--- src/hw/cpu_pkg.sv ---
/*
 * Shared widths, microword layout, enums and status layout for the 8-bit
 * microprogrammed CPU. RTL modules import it inside their bodies and use
 * scoped names for port types.
 */
package cpu_pkg;

	localparam int data_w     = 8;  // Data and address width
	localparam int uword_w    = 24; // Control store word width
	localparam int n_regs     = 8;  // Registers on the internal bus
	localparam int fetch_addr = 3;  // Fetch microroutine entry
	localparam int irq_addr   = 7;  // Interrupt microroutine entry

	typedef enum logic [2:0] {
		PC  = 3'd0,
		IR  = 3'd1,
		MAR = 3'd2,
		MDR = 3'd3,
		ACC = 3'd4,
		ANS = 3'd5,
		R1  = 3'd6,
		R0  = 3'd7
	} reg_idx_e;

	typedef enum logic [2:0] {
		ADD    = 3'b000,
		SUB    = 3'b001,
		PASS_A = 3'b010, // Multiply slot in older decks
		NOT_B  = 3'b011,
		XOR    = 3'b100,
		INC_B  = 3'b101,
		PASS_B = 3'b110, // Divide slot in older decks
		NONE   = 3'b111
	} alu_op_e;

	typedef enum logic [2:0] {
		GO_FETCH  = 3'b000,
		MAP       = 3'b001,
		JUMP      = 3'b010,
		BRANCH_Z  = 3'b011,
		NEXT      = 3'b100,
		IRQ_CHECK = 3'b101,
		HOLD      = 3'b110,
		HOLD_ALT  = 3'b111 // Second encoding of hold
	} seq_mode_e;

	typedef struct packed {
		alu_op_e    alu_op;    // [23:21]
		logic [2:0] sel_hi;    // [20:18] Also jump target high bits
		logic [1:0] rw_hi;     // [17:16] Write, read
		logic [2:0] sel_lo;    // [15:13]
		logic [1:0] rw_lo;     // [12:11] Write, read
		logic [1:0] io;        // [10:9] 01 IN, 10 OUT
		logic       pc_inc;    // [8]
		logic [1:0] flag_mode; // [7:6]
		logic       addr_sel;  // [5] 1 MAR, 0 PC
		logic       ram_wr;    // [4]
		logic       ram_rd;    // [3]
		seq_mode_e  seq;       // [2:0]
	} micro_word_t;

	typedef struct packed {
		logic [n_regs-1:0] rd; // One-hot by reg_idx_e
		logic [n_regs-1:0] wr;
	} bus_en_t;

	typedef struct packed {
		logic [2:0] rsvd_hi; // Always 0
		logic       ovf_neg;
		logic       ovf_pos;
		logic       zero;
		logic       rsvd_lo; // Always 0
		logic       carry;
	} status_t;

endpackage

--- src/hw/bus_ctrl.sv ---
/*
 * Microword field decoder. Turns the two select/rw pairs into one-hot
 * register read and write enables and derives the IN and OUT strobes.
 */
`timescale 1ns/100ps

module bus_ctrl (
	input  cpu_pkg::micro_word_t uword,
	output cpu_pkg::bus_en_t     bus_en,
	output logic                 in_sel,
	output logic                 out_load
);
	import cpu_pkg::*;

	// One-hot decode of a select field, empty when not enabled
	function automatic logic [n_regs-1:0] dec_sel(input logic [2:0] sel, input logic en);
		logic [n_regs-1:0] v;
		v = '0;
		if (en)
			v[sel] = 1'b1;
		return v;
	endfunction

	always_comb begin
		bus_en.rd = dec_sel(uword.sel_lo, uword.rw_lo[0]) |
			dec_sel(uword.sel_hi, uword.rw_hi[0]); // Both halves may drive
		bus_en.wr = dec_sel(uword.sel_lo, uword.rw_lo[1]) |
			dec_sel(uword.sel_hi, uword.rw_hi[1]);
	end

	assign in_sel   = (uword.io == 2'b01); // Keyboard onto bus
	assign out_load = (uword.io == 2'b10); // Bus into output port

	// Two halves of one microword must not read different registers
	always_comb begin
		a_one_reader: assert final (in_sel || $onehot0(bus_en.rd))
			else $error("bus_ctrl: more than one register read %b", bus_en.rd);
	end

endmodule

--- src/hw/opcode_map.sv ---
/*
 * Opcode to microroutine entry table. Driven from IR and read by the
 * micro-sequencer in MAP mode; opcodes not listed dispatch to 0.
 */
`timescale 1ns/100ps

module opcode_map (
	input  logic [cpu_pkg::data_w-1:0] opcode,
	output logic [cpu_pkg::data_w-1:0] entry
);
	import cpu_pkg::*;

	always_comb begin
		case (opcode)
			8'h80:   entry = 8'd0;   // GETPC
			8'h81:   entry = 8'd3;   // GETMAR
			8'h82:   entry = 8'd7;   // CH_INTERRUPT
			8'h83:   entry = 8'd8;   // JUMP_E
			8'h84:   entry = 8'd9;   // JUMP_N
			8'h00:   entry = 8'd10;  // LOAD_MAR_R0
			8'h01:   entry = 8'd13;  // LOAD_MAR_R1
			8'h04:   entry = 8'd22;  // LOAD_PC_R0
			8'h08:   entry = 8'd42;  // LOAD_NUM_R0
			8'h10:   entry = 8'd54;  // STORE_MAR_R0
			8'h14:   entry = 8'd66;  // STORE_PC_R0
			8'h22:   entry = 8'd98;  // R0 to R1
			8'h26:   entry = 8'd106; // R1 to R0
			8'h30:   entry = 8'd118; // ALU add R0
			8'h32:   entry = 8'd120; // ALU sub R0
			8'h34:   entry = 8'd122; // ALU xor R0
			8'h74:   entry = 8'd159; // IN_R0
			8'h78:   entry = 8'd167; // OUT_R0
			8'h7A:   entry = 8'd173; // OUT_ANS
			8'hF0:   entry = 8'd146; // Halt loop
			default: entry = '0;     // Unmapped back to start
		endcase
	end

endmodule

--- src/hw/micro_seq.sv ---
/*
 * Micro-sequencer. Holds the micro-PC that addresses the external control
 * store and picks the next address from the seq field of the microword.
 * Advances only on clock edges with run high.
 */
`timescale 1ns/100ps

module micro_seq (
	input  logic                       clk,
	input  logic                       rst,
	input  logic                       run,
	input  cpu_pkg::seq_mode_e         seq,
	input  logic [cpu_pkg::data_w-1:0] jump_target,
	input  logic [cpu_pkg::data_w-1:0] map_entry,
	input  logic                       zero,
	input  logic                       interrupt,
	output logic [cpu_pkg::data_w-1:0] rom_addr
);
	import cpu_pkg::*;

	logic [data_w-1:0] upc; // Micro-PC
	logic [data_w-1:0] upc_nxt;

	always_comb begin
		case (seq)
			NEXT:      upc_nxt = upc + 1'b1;
			MAP:       upc_nxt = map_entry;   // Dispatch on IR
			JUMP:      upc_nxt = jump_target;
			GO_FETCH:  upc_nxt = data_w'(fetch_addr);
			BRANCH_Z: begin
				if (zero)
					upc_nxt = '0;                 // Result was zero
				else
					upc_nxt = data_w'(fetch_addr);
			end
			IRQ_CHECK: begin
				if (interrupt)
					upc_nxt = data_w'(irq_addr);
				else
					upc_nxt = '0;
			end
			HOLD, HOLD_ALT: upc_nxt = upc;
			default:   upc_nxt = upc;
		endcase
	end

	always_ff @(posedge clk) begin
		if (!rst)
			upc <= '0;
		else if (run)
			upc <= upc_nxt; // Stalled otherwise
	end

	assign rom_addr = upc;

	// Control store address must stay defined once out of reset
	a_addr_known: assert property (@(posedge clk) disable iff (!rst)
		!$isunknown(rom_addr))
		else $error("micro_seq: rom_addr unknown");

endmodule

--- src/hw/alu.sv ---
/*
 * Combinational ALU. Operand a is the accumulator and b the internal bus.
 * Produces the result for ANS plus raw carry and signed overflow, which
 * the status register decides whether to keep.
 */
`timescale 1ns/100ps

module alu (
	input  cpu_pkg::alu_op_e           op,
	input  logic [cpu_pkg::data_w-1:0] a,
	input  logic [cpu_pkg::data_w-1:0] b,
	input  logic                       carry_in,
	input  logic [1:0]                 flag_mode,
	output logic [cpu_pkg::data_w-1:0] result,
	output logic                       carry,
	output logic                       ovf_pos,
	output logic                       ovf_neg
);
	import cpu_pkg::*;

	logic [data_w:0] sum; // Extra bit for carry out
	logic            cin_eff;

	always_comb begin
		cin_eff = flag_mode[1] & carry_in; // Modes 10 and 11 add stored carry
		sum     = '0;
		result  = '0;
		carry   = 1'b0;
		ovf_pos = 1'b0;
		ovf_neg = 1'b0;
		case (op)
			ADD: begin
				sum     = {1'b0, a} + {1'b0, b} + cin_eff;
				result  = sum[data_w-1:0];
				carry   = sum[data_w];
				ovf_pos = ~a[data_w-1] & ~b[data_w-1] & result[data_w-1]; // Pos plus pos
				ovf_neg = a[data_w-1] & b[data_w-1] & ~result[data_w-1];
			end
			SUB: begin
				sum     = {1'b0, a} + {1'b0, ~b} + 1'b1; // Two's complement
				result  = sum[data_w-1:0];
				carry   = sum[data_w];                   // Set when no borrow
				ovf_pos = ~a[data_w-1] & b[data_w-1] & result[data_w-1];
				ovf_neg = a[data_w-1] & ~b[data_w-1] & ~result[data_w-1];
			end
			PASS_A:  result = a;
			NOT_B:   result = ~b;
			XOR:     result = a ^ b;
			INC_B:   result = b + 1'b1; // PC style increment
			PASS_B:  result = b;
			default: result = '0;       // NONE
		endcase
	end

endmodule

--- src/hw/status_flags.sv ---
/*
 * Status register beside the ALU. Keeps carry, zero and the two signed
 * overflow bits according to the ALU op and flag mode; its carry bit feeds
 * back into the ALU and zero steers BRANCH_Z.
 */
`timescale 1ns/100ps

module status_flags (
	input  logic                       clk,
	input  logic                       rst,
	input  logic                       run,
	input  cpu_pkg::alu_op_e           op,
	input  logic [1:0]                 flag_mode,
	input  logic                       carry,
	input  logic                       ovf_pos,
	input  logic                       ovf_neg,
	input  logic [cpu_pkg::data_w-1:0] result,
	output cpu_pkg::status_t           status
);
	import cpu_pkg::*;

	logic keep_ovf;

	assign keep_ovf = (op == SUB) || (op == ADD && flag_mode == 2'b00);

	always_ff @(posedge clk) begin
		if (!rst) begin
			status <= '0;
		end else if (run && op != NONE) begin
			status.zero <= (result == '0);
			if (op == ADD && flag_mode[0])
				status.carry <= carry; // Record modes 01 and 11
			status.ovf_pos <= keep_ovf & ovf_pos; // Cleared by other ops
			status.ovf_neg <= keep_ovf & ovf_neg;
		end
	end

endmodule

--- src/hw/reg_bank.sv ---
/*
 * The eight bus registers, the internal bus multiplexer and the I/O side.
 * Bus source is the keyboard on IN, else the lowest enabled register.
 * Provides ACC and IR taps, the RAM address and write data, and the
 * output port register.
 */
`timescale 1ns/100ps

module reg_bank (
	input  logic                       clk,
	input  logic                       rst,
	input  logic                       run,
	input  cpu_pkg::bus_en_t           bus_en,
	input  logic                       in_sel,
	input  logic                       out_load,
	input  logic                       pc_inc,
	input  logic                       addr_sel,
	input  logic [cpu_pkg::data_w-1:0] alu_result,
	input  logic [cpu_pkg::data_w-1:0] keyboard,
	input  logic [cpu_pkg::data_w-1:0] ram_rdata,
	input  logic                       ram_rd,
	output logic [cpu_pkg::data_w-1:0] acc,
	output logic [cpu_pkg::data_w-1:0] bus,
	output logic [cpu_pkg::data_w-1:0] ir,
	output logic [cpu_pkg::data_w-1:0] ram_addr,
	output logic [cpu_pkg::data_w-1:0] ram_wdata,
	output logic [cpu_pkg::data_w-1:0] out_port
);
	import cpu_pkg::*;

	logic [data_w-1:0] regs [n_regs]; // Indexed by reg_idx_e

	// Priority mux; scanning downward leaves the lowest index
	always_comb begin
		bus = '0;
		if (in_sel) begin
			bus = keyboard;
		end else begin
			for (int i = n_regs - 1; i >= 0; i--) begin
				if (bus_en.rd[i])
					bus = regs[i];
			end
		end
	end

	always_ff @(posedge clk) begin
		if (!rst) begin
			for (int i = 0; i < n_regs; i++)
				regs[i] <= '0;
			out_port <= '0;
		end else if (run) begin
			for (int i = 0; i < n_regs; i++) begin
				if (bus_en.wr[i])
					regs[i] <= bus; // Plain bus load
			end
			// Later assignments override the bus load
			if (bus_en.wr[ANS])
				regs[ANS] <= alu_result;
			if (ram_rd)
				regs[MDR] <= ram_rdata;
			if (pc_inc)
				regs[PC] <= regs[PC] + 1'b1; // Wins over bus write
			if (out_load)
				out_port <= bus;
		end
	end

	assign acc       = regs[ACC];
	assign ir        = regs[IR];
	assign ram_addr  = addr_sel ? regs[MAR] : regs[PC];
	assign ram_wdata = regs[MDR];

endmodule

--- src/hw/cpu_top.sv ---
/*
 * CPU datapath top level. Takes one microword per cycle from an external
 * control store addressed by rom_addr and connects the decoder, sequencer,
 * ALU, status register and register bank. RAM strobes follow the microword.
 */
`timescale 1ns/100ps

module cpu_top (
	input  logic                       clk,
	input  logic                       rst,
	input  logic                       run,
	input  cpu_pkg::micro_word_t       uword,
	input  logic [cpu_pkg::data_w-1:0] keyboard,
	input  logic                       interrupt,
	input  logic [cpu_pkg::data_w-1:0] ram_rdata,
	output logic [cpu_pkg::data_w-1:0] rom_addr,
	output logic [cpu_pkg::data_w-1:0] ram_addr,
	output logic [cpu_pkg::data_w-1:0] ram_wdata,
	output logic                       ram_we,
	output logic                       ram_re,
	output logic [cpu_pkg::data_w-1:0] out_port
);
	import cpu_pkg::*;

	bus_en_t           bus_en;
	logic              in_sel;
	logic              out_load;
	logic [data_w-1:0] acc;
	logic [data_w-1:0] bus;
	logic [data_w-1:0] ir;
	logic [data_w-1:0] alu_result;
	logic              alu_carry;
	logic              ovf_pos;
	logic              ovf_neg;
	status_t           status;
	logic [data_w-1:0] map_entry;

	assign ram_we = uword.ram_wr & run; // No strobes while stalled
	assign ram_re = uword.ram_rd & run;

	bus_ctrl u_bus_ctrl (.uword(uword), .bus_en(bus_en), .in_sel(in_sel), .out_load(out_load));

	opcode_map u_opcode_map (.opcode(ir), .entry(map_entry));

	micro_seq u_micro_seq (
		.clk(clk), .rst(rst), .run(run), .seq(uword.seq),
		.jump_target({uword.sel_hi, uword.rw_hi, uword.sel_lo}), // 8-bit target
		.map_entry(map_entry), .zero(status.zero), .interrupt(interrupt),
		.rom_addr(rom_addr)
	);

	alu u_alu (
		.op(uword.alu_op), .a(acc), .b(bus), .carry_in(status.carry),
		.flag_mode(uword.flag_mode), .result(alu_result), .carry(alu_carry),
		.ovf_pos(ovf_pos), .ovf_neg(ovf_neg)
	);

	status_flags u_status_flags (
		.clk(clk), .rst(rst), .run(run), .op(uword.alu_op), .flag_mode(uword.flag_mode),
		.carry(alu_carry), .ovf_pos(ovf_pos), .ovf_neg(ovf_neg), .result(alu_result),
		.status(status)
	);

	reg_bank u_reg_bank (
		.clk(clk), .rst(rst), .run(run), .bus_en(bus_en), .in_sel(in_sel),
		.out_load(out_load), .pc_inc(uword.pc_inc), .addr_sel(uword.addr_sel),
		.alu_result(alu_result), .keyboard(keyboard), .ram_rdata(ram_rdata),
		.ram_rd(ram_re), .acc(acc), .bus(bus), .ir(ir), .ram_addr(ram_addr),
		.ram_wdata(ram_wdata), .out_port(out_port)
	);

	// RAM port is single direction per cycle
	a_ram_rw_excl: assert property (@(posedge clk) disable iff (!rst)
		!(ram_we && ram_re))
		else $error("cpu_top: ram_we and ram_re both set");

endmodule

--- config.mk ---
export PLATFORM = sky130hd
export DESIGN_NAME = cpu_top
export DESIGN_NICKNAME = d
export VERILOG_FILES = /design/src/hw/cpu_pkg.sv /design/src/hw/bus_ctrl.sv /design/src/hw/opcode_map.sv /design/src/hw/micro_seq.sv /design/src/hw/alu.sv /design/src/hw/status_flags.sv /design/src/hw/reg_bank.sv /design/src/hw/cpu_top.sv
export SDC_FILE = /design/constraint.sdc
export NUM_CORES = 1
export LEC_CHECK = 0
export BUFFER_PORTS_ARGS = -buffer_cell sky130_fd_sc_hd__buf_4
export CAP_MARGIN = 20
export CORE_MARGIN = 1.5
export CORE_UTILIZATION = 50
export CTS_CLUSTER_DIAMETER = 40
export DETAILED_ROUTE_END_ITERATION = 7
export PLACE_DENSITY = 0.7
export SYNTH_ARGS = -nofsm -noshare
export SYNTH_HDL_FRONTEND = slang
export SYNTH_SLANG_ARGS = --single-unit
--- constraint.sdc ---
create_clock -name clk -period 9.7 [get_ports clk]
set_input_delay 0.485 -clock clk [delete_from_list [all_inputs] [get_ports clk]]
set_output_delay 0.485 -clock clk [all_outputs]
set_load 0.005 [all_outputs]
==> impl_metrics.env, run 1 <==
export IMPL_fin_area_sq_um=7450
export IMPL_setup_ws_ps=3890
export IMPL_grt_pass1_wl_mm=34.2
export IMPL_grtUsageTotal_pct=31.5
export IMPL_max_cap_violations=0
export IMPL_vdd_ir_drop_max_mv=0.0739
export IMPL_hpwl_mm=16.6
export IMPL_pwr_share_comb_pct=27.7
export IMPL_critPathTopFamily="compound AO/OA/AOI/OAI gates"
export IMPL_seq_area_sq_um=2120
export IMPL_antenna_cells=0
export IMPL_synth_seq_area_share_pct=31.9
export IMPL_ys_top_cells_by_area="edfxtp_1 22%, dfxtp_1 10%, nand2_1 5.8%"
export IMPL_cts_resized=0
export IMPL_netlist_area_leader_share_pct=21.7
export IMPL_ys_seq_elements=82
export IMPL_drt_iter0_drc=717
export IMPL_cts_sinks=82
export IMPL_path_max_fanout=11
export IMPL_hold_viol=0
export IMPL_outcome="finished, final reports clean"
export IMPL_row_count=41
export IMPL_synth_most_common_cell="nand2_1"
export IMPL_die_y_um=118
export IMPL_syn_inst=816
export IMPL_leakage_nw=2.82
export IMPL_avgViaCountPerCell=6.41
export IMPL_fmax_mhz=172
export IMPL_synthFlopType="edfxtp_1"
export IMPL_ys_types=91
export IMPL_boundaryPins=78
export IMPL_crit_chain="buf_4, nor4b_1, or2_0, nor2_1, a32oi_1, nand3_1, o21ai_1, inv_1, ha_1, o21bai_1, a21oi_1, o31a_1, nor2b_1, a2111oi_0, nor4_1, nor3_1, nand4_1, nor4_2, a31o_1"
export IMPL_intPower_mw=0.683
export IMPL_slowest_delay_ps=780
export IMPL_cts_tree="built"
export IMPL_clk_latency_ps=360
export IMPL_power_switching_mw=0.359
export IMPL_period_needed_ps=5810
export IMPL_ys_async_sr_fraction_pct=0
export IMPL_routed_wirelength_mm=22.0
export IMPL_grt_ovfl_total=0
export IMPL_cts_max_level=3
export IMPL_synthTopCellsByCount="103 x nand2_1, 88 x nor2_1, 65 x o21ai_0, 50 x a21oi_1, 48 x edfxtp_1"
export IMPL_path_buf_inv=2
export IMPL_drtPass1Iterations=5
export IMPL_final_layout_size_suffix_gt1_share_pct=15.1
export IMPL_routed_via_count=6564
export IMPL_multi_input_area_sq_um=4120
export IMPL_slew_violations=0
export IMPL_setup_viol=0
export IMPL_clock_root_buffer="clkbuf_16"
export IMPL_die_area_sq_um=14000
export IMPL_antenna_found_initial=0
export IMPL_finalCritPeriodShare_pct=59.9
export IMPL_ant_nets=0
export IMPL_grt_start_max_net_pins=43
export IMPL_grt_pass1_vias=6064
export IMPL_cts_reportedPaths_clkPinSlew_ps=70
export IMPL_gp_congestion=0.994
export IMPL_cts_hold_buf=0
export IMPL_area_growth_pct=12.2
export IMPL_cts_buffers=9
export IMPL_seq_power_share_pct=39.3
export IMPL_worst_setup_path_start_kind="input pin"
export IMPL_syn_nets=883
export IMPL_cp_required_ps=9990
export IMPL_yosys_warnings=0
export IMPL_synth_edf_count=48
export IMPL_route_detailed_drc=0
export IMPL_syn_cell_area_sq_um=6650
export IMPL_core_sq_um=12800
export IMPL_slowest_stage="a2111oi_0"
export IMPL_critPathKind="in -> reg"
export IMPL_nNetsFinal=914
export IMPL_rsz0062_at_grt="no"
export IMPL_worst_pin_slew_ps=1200
export IMPL_switching_share_pct=34.5
export IMPL_portBuffers=77
export IMPL_clockBufferDepth=2
export IMPL_dp_slack_ps=3720
export IMPL_power_per_cell_area_nw_per_um2=140
export IMPL_fp_dieW_um=118
export IMPL_cts_setup_buffers=0
export IMPL_fillers=1166
export IMPL_hold_path_class="in -> reg"
export IMPL_synth_area_leader_cell="edfxtp_1"
export IMPL_arrival_ps=6110
export IMPL_skew_ps=12.1
export IMPL_setup_tns_ps=0
export IMPL_p_clk_share_pct=32.9
export IMPL_max_slew_margin_rel_pct=19.7
export IMPL_syn_area_per_cell_sq_um=8.15
export IMPL_cp_end_kind="flop"
export IMPL_post_dp_cell_area_sq_um=7160
export IMPL_start_util_pct=52.0
export IMPL_routedWlPerCell_um=21.5
==> path summary, 6_finish.rpt <==
check / start / endpoint / slack, ps / cells after the start
max: uword[13] / u_status_flags.status[2] / 3890 / 19
min: ram_rdata[0] / u_reg_bank.regs[0][24] / 400 / 3
max reg2reg: u_reg_bank.regs[0][25] / u_status_flags.status[2] / 4660 / 18
min reg2reg: u_reg_bank.regs[1][16] / u_reg_bank.regs[1][16] / 460 / 2
==> tightest hold or removal path, stage by stage <==
cell	delay [ps]
buf_4	80
nand2_1	30
o21ai_0	50
==> cell type report <==
| type | count | share of cell area [%] |
|---|---|---|
| tap | 172 | 2.89 |
| inverter | 26 | 1.44 |
| multi-input combinational | 648 | 55.2 |
| clock inverter | 6 | 0.739 |
| sequential | 82 | 28.5 |
| clock buffer | 10 | 3.21 |
| timing repair buffer | 80 | 8.06 |
==> cell families (layout without fill, tap and decap cells) <==
logic type               Yosys count  count (layout)  share of synthesized area [%]
multiplexers                      25              25                           3.92
XOR/XNOR                          20              20                           2.64
adder cells (fa/ha/maj)           23              23                           4.67
AO/OA/AOI/OAI                    241             241                           24.8
flip-flops                        82              82                           31.9
buffers and inverters             86             122                           6.16
AND/OR/NAND/NOR                  339             339                           25.9
==> flip-flops by register name (all words and copies together), names as in the netlist <==
signal	flops
u_reg_bank.out_port	8
u_reg_bank.regs	64
u_status_flags.status	2
u_micro_seq.rom_addr	8
==> metrics by stage <==
step | power (mW) | cells | hold slack (ps) | utilization (%)
after floorplan | 0.601 | 816 | 432 | -
after global placement | 0.696 | 1008 | 448 | 56.1
after detailed placement | 0.698 | 1008 | 456 | 56.1
after CTS | 1.04 | 1024 | 396 | 58.4
after global routing | 1.09 | 1024 | 392 | 58.4
final | 1.04 | 1024 | 405 | 58.4
==> metal layers <==
layer,wire length (um),global-route usage (%),vias to the layer above
li1,-,-,3058
met3,2080,6.18,50
met5,0,0,-
met2,9480,46.3,369
met4,622,11.0,0
met1,9850,46.0,3087
==> cells in the final DEF, fill, tap and decap left out, types with 5 or more instances in the layout <==
master	synthesis	routed
edfxtp_1	48	48
nor3_1	15	15
buf_4	10	80
o32ai_1	8	8
nor2_1	88	88
mux2i_1	17	17
xor2_1	5	5
and2_1	22	22
and3_1	6	6
o22ai_1	7	7
a21oi_1	50	50
mux2_2	8	8
nor2b_1	15	15
xnor2_1	15	15
ha_1	20	20
a211oi_1	13	13
and4b_1	5	5
nand2_1	103	103
o21ai_0	65	65
o21a_1	6	6
clkbuf_16	0	9
a221oi_1	6	6
nor4_1	6	6
nand4_1	6	6
a31oi_1	10	10
dfxtp_1	34	34
o31ai_1	5	5
nand3_1	19	19
nand2b_1	14	14
inv_1	24	24
==> power groups by stage <==
stage | Clock (mW) | Sequential [mW] | Combinational (mW)
after floorplan | 0 | 0.404 | 0.198
after global placement | 0 | 0.416 | 0.279
after detailed placement | 0 | 0.417 | 0.281
after CTS | 0.346 | 0.409 | 0.283
after global routing | 0.364 | 0.411 | 0.312
final | 0.343 | 0.410 | 0.289
No activity file was read; power rests on OpenSTA's default activity.
==> inputs of run 2 (changes only) <==
Settings changed: PLACE_DENSITY 0.7 to 0.73.
Clock period 9.7 ns to 5 ns, I/O delays scaled along.
==> run 2 against run 1 <==
Effect of this change:
- clock skew is 2.1 ps lower
- count of clock-buffer cells in the layout stayed put
- critical path depth stayed put
- die area stayed put
- global-route usage is 0.40 points lower
- sequential share of layout area is 0.29 points lower
- via count is 2.7% higher
- sequential power is 94% higher
- worst hold slack worse by 230 ps
- first-iteration DRC count is 20% higher
- routed wire length is 1.6% lower
- critical path type unchanged
- largest power group unchanged
==> impl_metrics.env, run 2 (synthesis gave the netlist of run 1 again) <==
export IMPL_outcome="finished, final reports clean"
export IMPL_finalCritPeriodShare_pct=94.8
export IMPL_total_power_mw=2.09
export IMPL_seq_area_sq_um=2120
export IMPL_placed_cells=1014
export IMPL_power_per_cell_area_nw_per_um2=277
export IMPL_cts_hold_buf=0
export IMPL_clock_root_buffer="clkbuf_16"
export IMPL_path_buf_inv=2
export IMPL_clockBufferDepth=2
export IMPL_grt_pass1_wl_mm=34.1
export IMPL_skew_ps=10.0
export IMPL_routed_via_count=6738
export IMPL_drt_iter0_drc=861
export IMPL_max_slew_margin_rel_pct=41.5
export IMPL_crit_chain="buf_4, nor4b_1, or2_0, nor2_1, a32oi_1, nand3_1, o21ai_1, inv_1, ha_1, a21oi_1, o2111ai_1, and4b_1, a2111oi_0, nor3b_1, mux2i_1, nor3_1, nand4_1, nor4_2, a31o_1"
export IMPL_cts_sinks=82
export IMPL_leakage_nw=2.87
export IMPL_fp_dieW_um=118
export IMPL_fmax_mhz=211
export IMPL_grt_start_max_net_pins=43
export IMPL_slowest_delay_ps=770
export IMPL_die_y_um=118
export IMPL_cts_buffers=9
export IMPL_cts_reportedPaths_clkPinSlew_ps=70
export IMPL_worst_setup_path_start_kind="input pin"
export IMPL_critPathTopFamily="simple AND/OR/NAND/NOR gates"
export IMPL_cts_tree="built"
export IMPL_arrival_ps=4980
export IMPL_layout_common_cells="103 x nand2_1, 88 x nor2_1, 86 x buf_4"
export IMPL_grt_pass1_vias=6215
export IMPL_start_util_pct=52.0
export IMPL_boundaryPins=78
export IMPL_multi_input_area_sq_um=4120
export IMPL_nNetsFinal=920
export IMPL_core_sq_um=12800
export IMPL_max_cap_violations=0
export IMPL_route_detailed_drc=0
export IMPL_largest_register="u_reg_bank.regs"
export IMPL_routed_wirelength_mm=21.7
export IMPL_gp_congestion=1.00
export IMPL_area_growth_pct=13.3
export IMPL_avgViaCountPerCell=6.54
export IMPL_cts_resized=0
export IMPL_stdcell_count=1030
export IMPL_grtUsageTotal_pct=31.1
export IMPL_row_count=41
export IMPL_layout_commonest_cell="nand2_1"
export IMPL_period_needed_ps=4740
export IMPL_drtPass1Iterations=6
export IMPL_die_area_sq_um=14000
export IMPL_cp_required_ps=5230
export IMPL_critPathKind="in -> reg"
export IMPL_cp_end_kind="flop"
export IMPL_antenna_found_initial=0
export IMPL_hold_viol=0
export IMPL_final_layout_size_suffix_gt1_share_pct=15.7
export IMPL_fillers=1184
export IMPL_rsz0062_at_grt="no"
export IMPL_slew_violations=0
export IMPL_portBuffers=77
export IMPL_hpwl_mm=16.3
export IMPL_clk_latency_ps=350
export IMPL_setup_viol=0
export IMPL_antenna_cells=0
export IMPL_routedWlPerCell_um=21.1
export IMPL_grt_ovfl_total=0
export IMPL_cts_setup_buffers=0
export IMPL_hold_path_class="in -> reg"
export IMPL_worst_pin_slew_ps=865
export IMPL_largest_reg_flops=64
export IMPL_slowest_stage="nor4b_1"
export IMPL_vdd_ir_drop_max_mv=0.195
export IMPL_path_max_fanout=11
export IMPL_setup_tns_ps=0
export IMPL_cts_max_level=3
export IMPL_ant_nets=0
==> run 2: cell types whose count changed in the layout (fill, tap and decap cells not counted), sizes merged <==
cell,before,now
inv,30,29
clkinvlp,2,0
bufinv,0,1
buf,80,86
clkinv,0,2
==> run 2: tightest hold or removal path: stages <==
cell	delay (ps)
buf_4	70
nand2_1	30
o21ai_0	50
==> run 2: final cells by class <==
cell class	instances	share of cell area, %
Multi-Input combinational cell	648	54.6
Sequential cell	82	28.2
Timing Repair Buffer	86	8.57
Clock buffer	10	3.32
Tap cell	172	2.86
Inverter	26	1.43
Clock inverter	6	1.01
==> run 2: power breakdown <==
group / switching, mW / internal (mW) / leakage [nW] / total, mW
Sequential: 0.0455 / 0.750 / 0.778 / 0.795
Clock: 0.299 / 0.426 / 0.161 / 0.725
Combinational: 0.346 / 0.224 / 1.94 / 0.570
Total: 0.690 / 1.40 / 2.87 / 2.09
==> run 2: final timing paths <==
| path | cells after the start | start | endpoint | slack, ps |
|---|---|---|---|---|
| worst max-delay path | 19 | uword[13] | u_status_flags.status[2] | 260 |
| worst min-delay path | 3 | ram_rdata[6] | u_reg_bank.regs[0][30] | 170 |
| worst max register to register | 16 | u_reg_bank.regs[0][29] | u_status_flags.status[2] | 780 |
| worst min register to register | 2 | u_reg_bank.regs[1][16] | u_reg_bank.regs[1][16] | 470 |
==> run 2: layer usage <==
| metal | GRT usage (%) | up-vias | routed length, um |
|---|---|---|---|
| met2 | 46.8 | 403 | 9500 |
| met5 | 0 | - | 0 |
| met1 | 42.1 | 3193 | 8860 |
| met3 | 7.48 | 78 | 2350 |
| met4 | 14.6 | 0 | 980 |
| li1 | - | 3064 | - |
==> run 2: metrics by stage <==
| stage | utilization (%) | hold WS, ps | worst slack [ps] | area (sq um) |
|---|---|---|---|---|
| finish | 59.0 | 171 | 260 | 7530 |
| floorplan | - | 432 | 728 | 6650 |
| global placement | 56.4 | 445 | 300 | 7210 |
| CTS | 59.0 | 162 | 466 | 7530 |
| global route | 59.0 | 171 | 58.8 | 7530 |
| detailed placement | 56.4 | 456 | 117 | 7210 |
==> inputs of run 3 (changes only) <==
Settings changed: CORE_UTILIZATION 50 to 54, GPL_ROUTABILITY_DRIVEN set to 0, PLACE_DENSITY 0.73 to 0.77.
==> run 3 against run 2 <==
Effect of this change:
- routed wire length is 0.35% higher
- largest power group unchanged
- sequential share of layout area is 0.24 points higher
- non-clock buffer count fell by 1
- highest routed layer unchanged
- critical path type unchanged
- power down 1.5%
- sequential cell count stayed put
- global-route usage grew 2.4 points
- clock power is 4.7% lower
==> impl_metrics.env, run 3 (synthesis gave the netlist of run 1 again) <==
export IMPL_clk_latency_ps=360
export IMPL_finalCritPeriodShare_pct=90.5
export IMPL_grt_ovfl_total=0
export IMPL_cts_buffers=9
export IMPL_largest_register="u_reg_bank.regs"
export IMPL_clockBufferDepth=2
export IMPL_hold_path_class="in -> reg"
export IMPL_antenna_cells=0
export IMPL_cts_max_level=3
export IMPL_setup_tns_ps=0
export IMPL_core_sq_um=12000
export IMPL_area_growth_pct=12.4
export IMPL_grt_pass1_wl_mm=33.2
export IMPL_die_area_sq_um=13000
export IMPL_worst_setup_path_start_kind="input pin"
export IMPL_path_buf_inv=2
export IMPL_cp_end_kind="flop"
export IMPL_path_max_fanout=11
export IMPL_die_y_um=114
export IMPL_fin_area_sq_um=7470
export IMPL_antenna_found_initial=0
export IMPL_layout_common_cells="103 x nand2_1, 88 x nor2_1, 85 x buf_4"
export IMPL_critPathKind="in -> reg"
export IMPL_crit_chain="buf_4, nor4b_1, or2_0, nor2_1, a32oi_1, nand3_1, o21ai_1, inv_1, ha_1, o21bai_1, a21oi_1, o31a_1, nor2b_1, a2111oi_1, nor4_1, nor3_1, nand4_1, nor4_2, a31o_1"
export IMPL_ant_nets=0
export IMPL_fp_dieW_um=114
export IMPL_grt_pass1_vias=6151
export IMPL_vdd_ir_drop_max_mv=0.194
export IMPL_outcome="finished, final reports clean"
export IMPL_skew_ps=8.46
export IMPL_cts_sinks=82
export IMPL_clock_root_buffer="clkbuf_16"
export IMPL_final_util_pct=62.2
export IMPL_start_util_pct=55.3
export IMPL_fmax_mhz=221
export IMPL_post_dp_cell_area_sq_um=7170
export IMPL_hpwl_mm=15.8
export IMPL_portBuffers=77
export IMPL_routedWlPerCell_um=21.7
export IMPL_avgViaCountPerCell=6.75
export IMPL_nNetsFinal=919
export IMPL_boundaryPins=78
export IMPL_slowest_stage="nor4b_1"
export IMPL_setup_viol=0
export IMPL_critPathTopFamily="simple AND/OR/NAND/NOR gates"
export IMPL_cts_reportedPaths_clkPinSlew_ps=70
export IMPL_largest_reg_flops=64
export IMPL_layout_commonest_cell="nand2_1"
export IMPL_drtPass1Iterations=6
export IMPL_arrival_ps=4830
export IMPL_grt_start_max_net_pins=43
export IMPL_route_detailed_drc=0
export IMPL_rsz0062_at_grt="no"
export IMPL_cp_required_ps=5310
export IMPL_drt_iter0_drc=925
export IMPL_cts_tree="built"
export IMPL_grtUsageTotal_pct=33.5
export IMPL_fillers=1062
export IMPL_final_layout_size_suffix_gt1_share_pct=15.6
export IMPL_routed_wirelength_mm=21.8
export IMPL_cts_hold_buf=0
export IMPL_routed_via_count=6782
export IMPL_worst_pin_slew_ps=939
export IMPL_cts_setup_buffers=0
export IMPL_max_slew_margin_rel_pct=36.8
export IMPL_row_count=40
export IMPL_slew_violations=0
export IMPL_period_needed_ps=4520
export IMPL_hold_viol=0
export IMPL_power_per_cell_area_nw_per_um2=276
export IMPL_slowest_delay_ps=670
export IMPL_max_cap_violations=0
export IMPL_leakage_nw=2.86
run 3: final cells by class:
| cell class | instances | area, sq um | area share, % |
|---|---|---|---|
| multi-input cells | 648 | 4120 | 55.1 |
| flip-flops and latches | 82 | 2120 | 28.4 |
| repair buffers | 85 | 638 | 8.54 |
| clock buffers | 9 | 225 | 3.02 |
| well taps | 147 | 184 | 2.46 |
| inverters | 26 | 108 | 1.44 |
| clock inverters | 7 | 76.3 | 1.02 |
run 3: through the flow:
stage | power, mW | hold WS (ps) | instances | setup WS [ps]
5_1_grt | 2.13 | 171 | 1004 | 107
6_report | 2.06 | 163 | 1004 | 475
3_5_place_dp | 1.35 | 456 | 988 | 230
2_1_floorplan | 1.17 | 432 | 816 | 728
4_1_cts | 2.04 | 163 | 1004 | 590
3_3_place_gp | 1.34 | 442 | 988 | 377
run 3: per-layer routing:
metal | wire length (um) | vias up | global-route usage (%)
met5 | 0 | - | 0
met4 | 1080 | 0 | 18.0
met3 | 2560 | 78 | 7.49
met2 | 9330 | 486 | 49.1
met1 | 8800 | 3163 | 46.1
li1 | - | 3055 | -
run 3: worst paths after layout:
kind | startpoint | end | slack (ps) | cells after the start
min | ram_rdata[4] | u_reg_bank.regs[0][28] | 160 | 3
min reg2reg | u_reg_bank.regs[1][22] | u_reg_bank.regs[1][22] | 460 | 2
max | uword[13] | u_status_flags.status[2] | 480 | 19
max reg2reg | u_reg_bank.regs[0][11] | u_status_flags.status[2] | 810 | 15
run 3: tightest hold or removal path: stages:
cell	delay, ps
buf_4	80
nand2_1	30
o21ai_0	60
run 3: repair_timing:
item                                    4_1_cts  5_1_grt
hold endpoints to repair                      0        0
endpoints found under the setup margin        0        1
gates resized for setup                       0        1
run 3: where the power goes:
group | internal, mW | total (mW) | switching [mW]
clock network | 0.356 | 0.691 | 0.335
registers | 0.749 | 0.794 | 0.0451
logic | 0.223 | 0.574 | 0.352
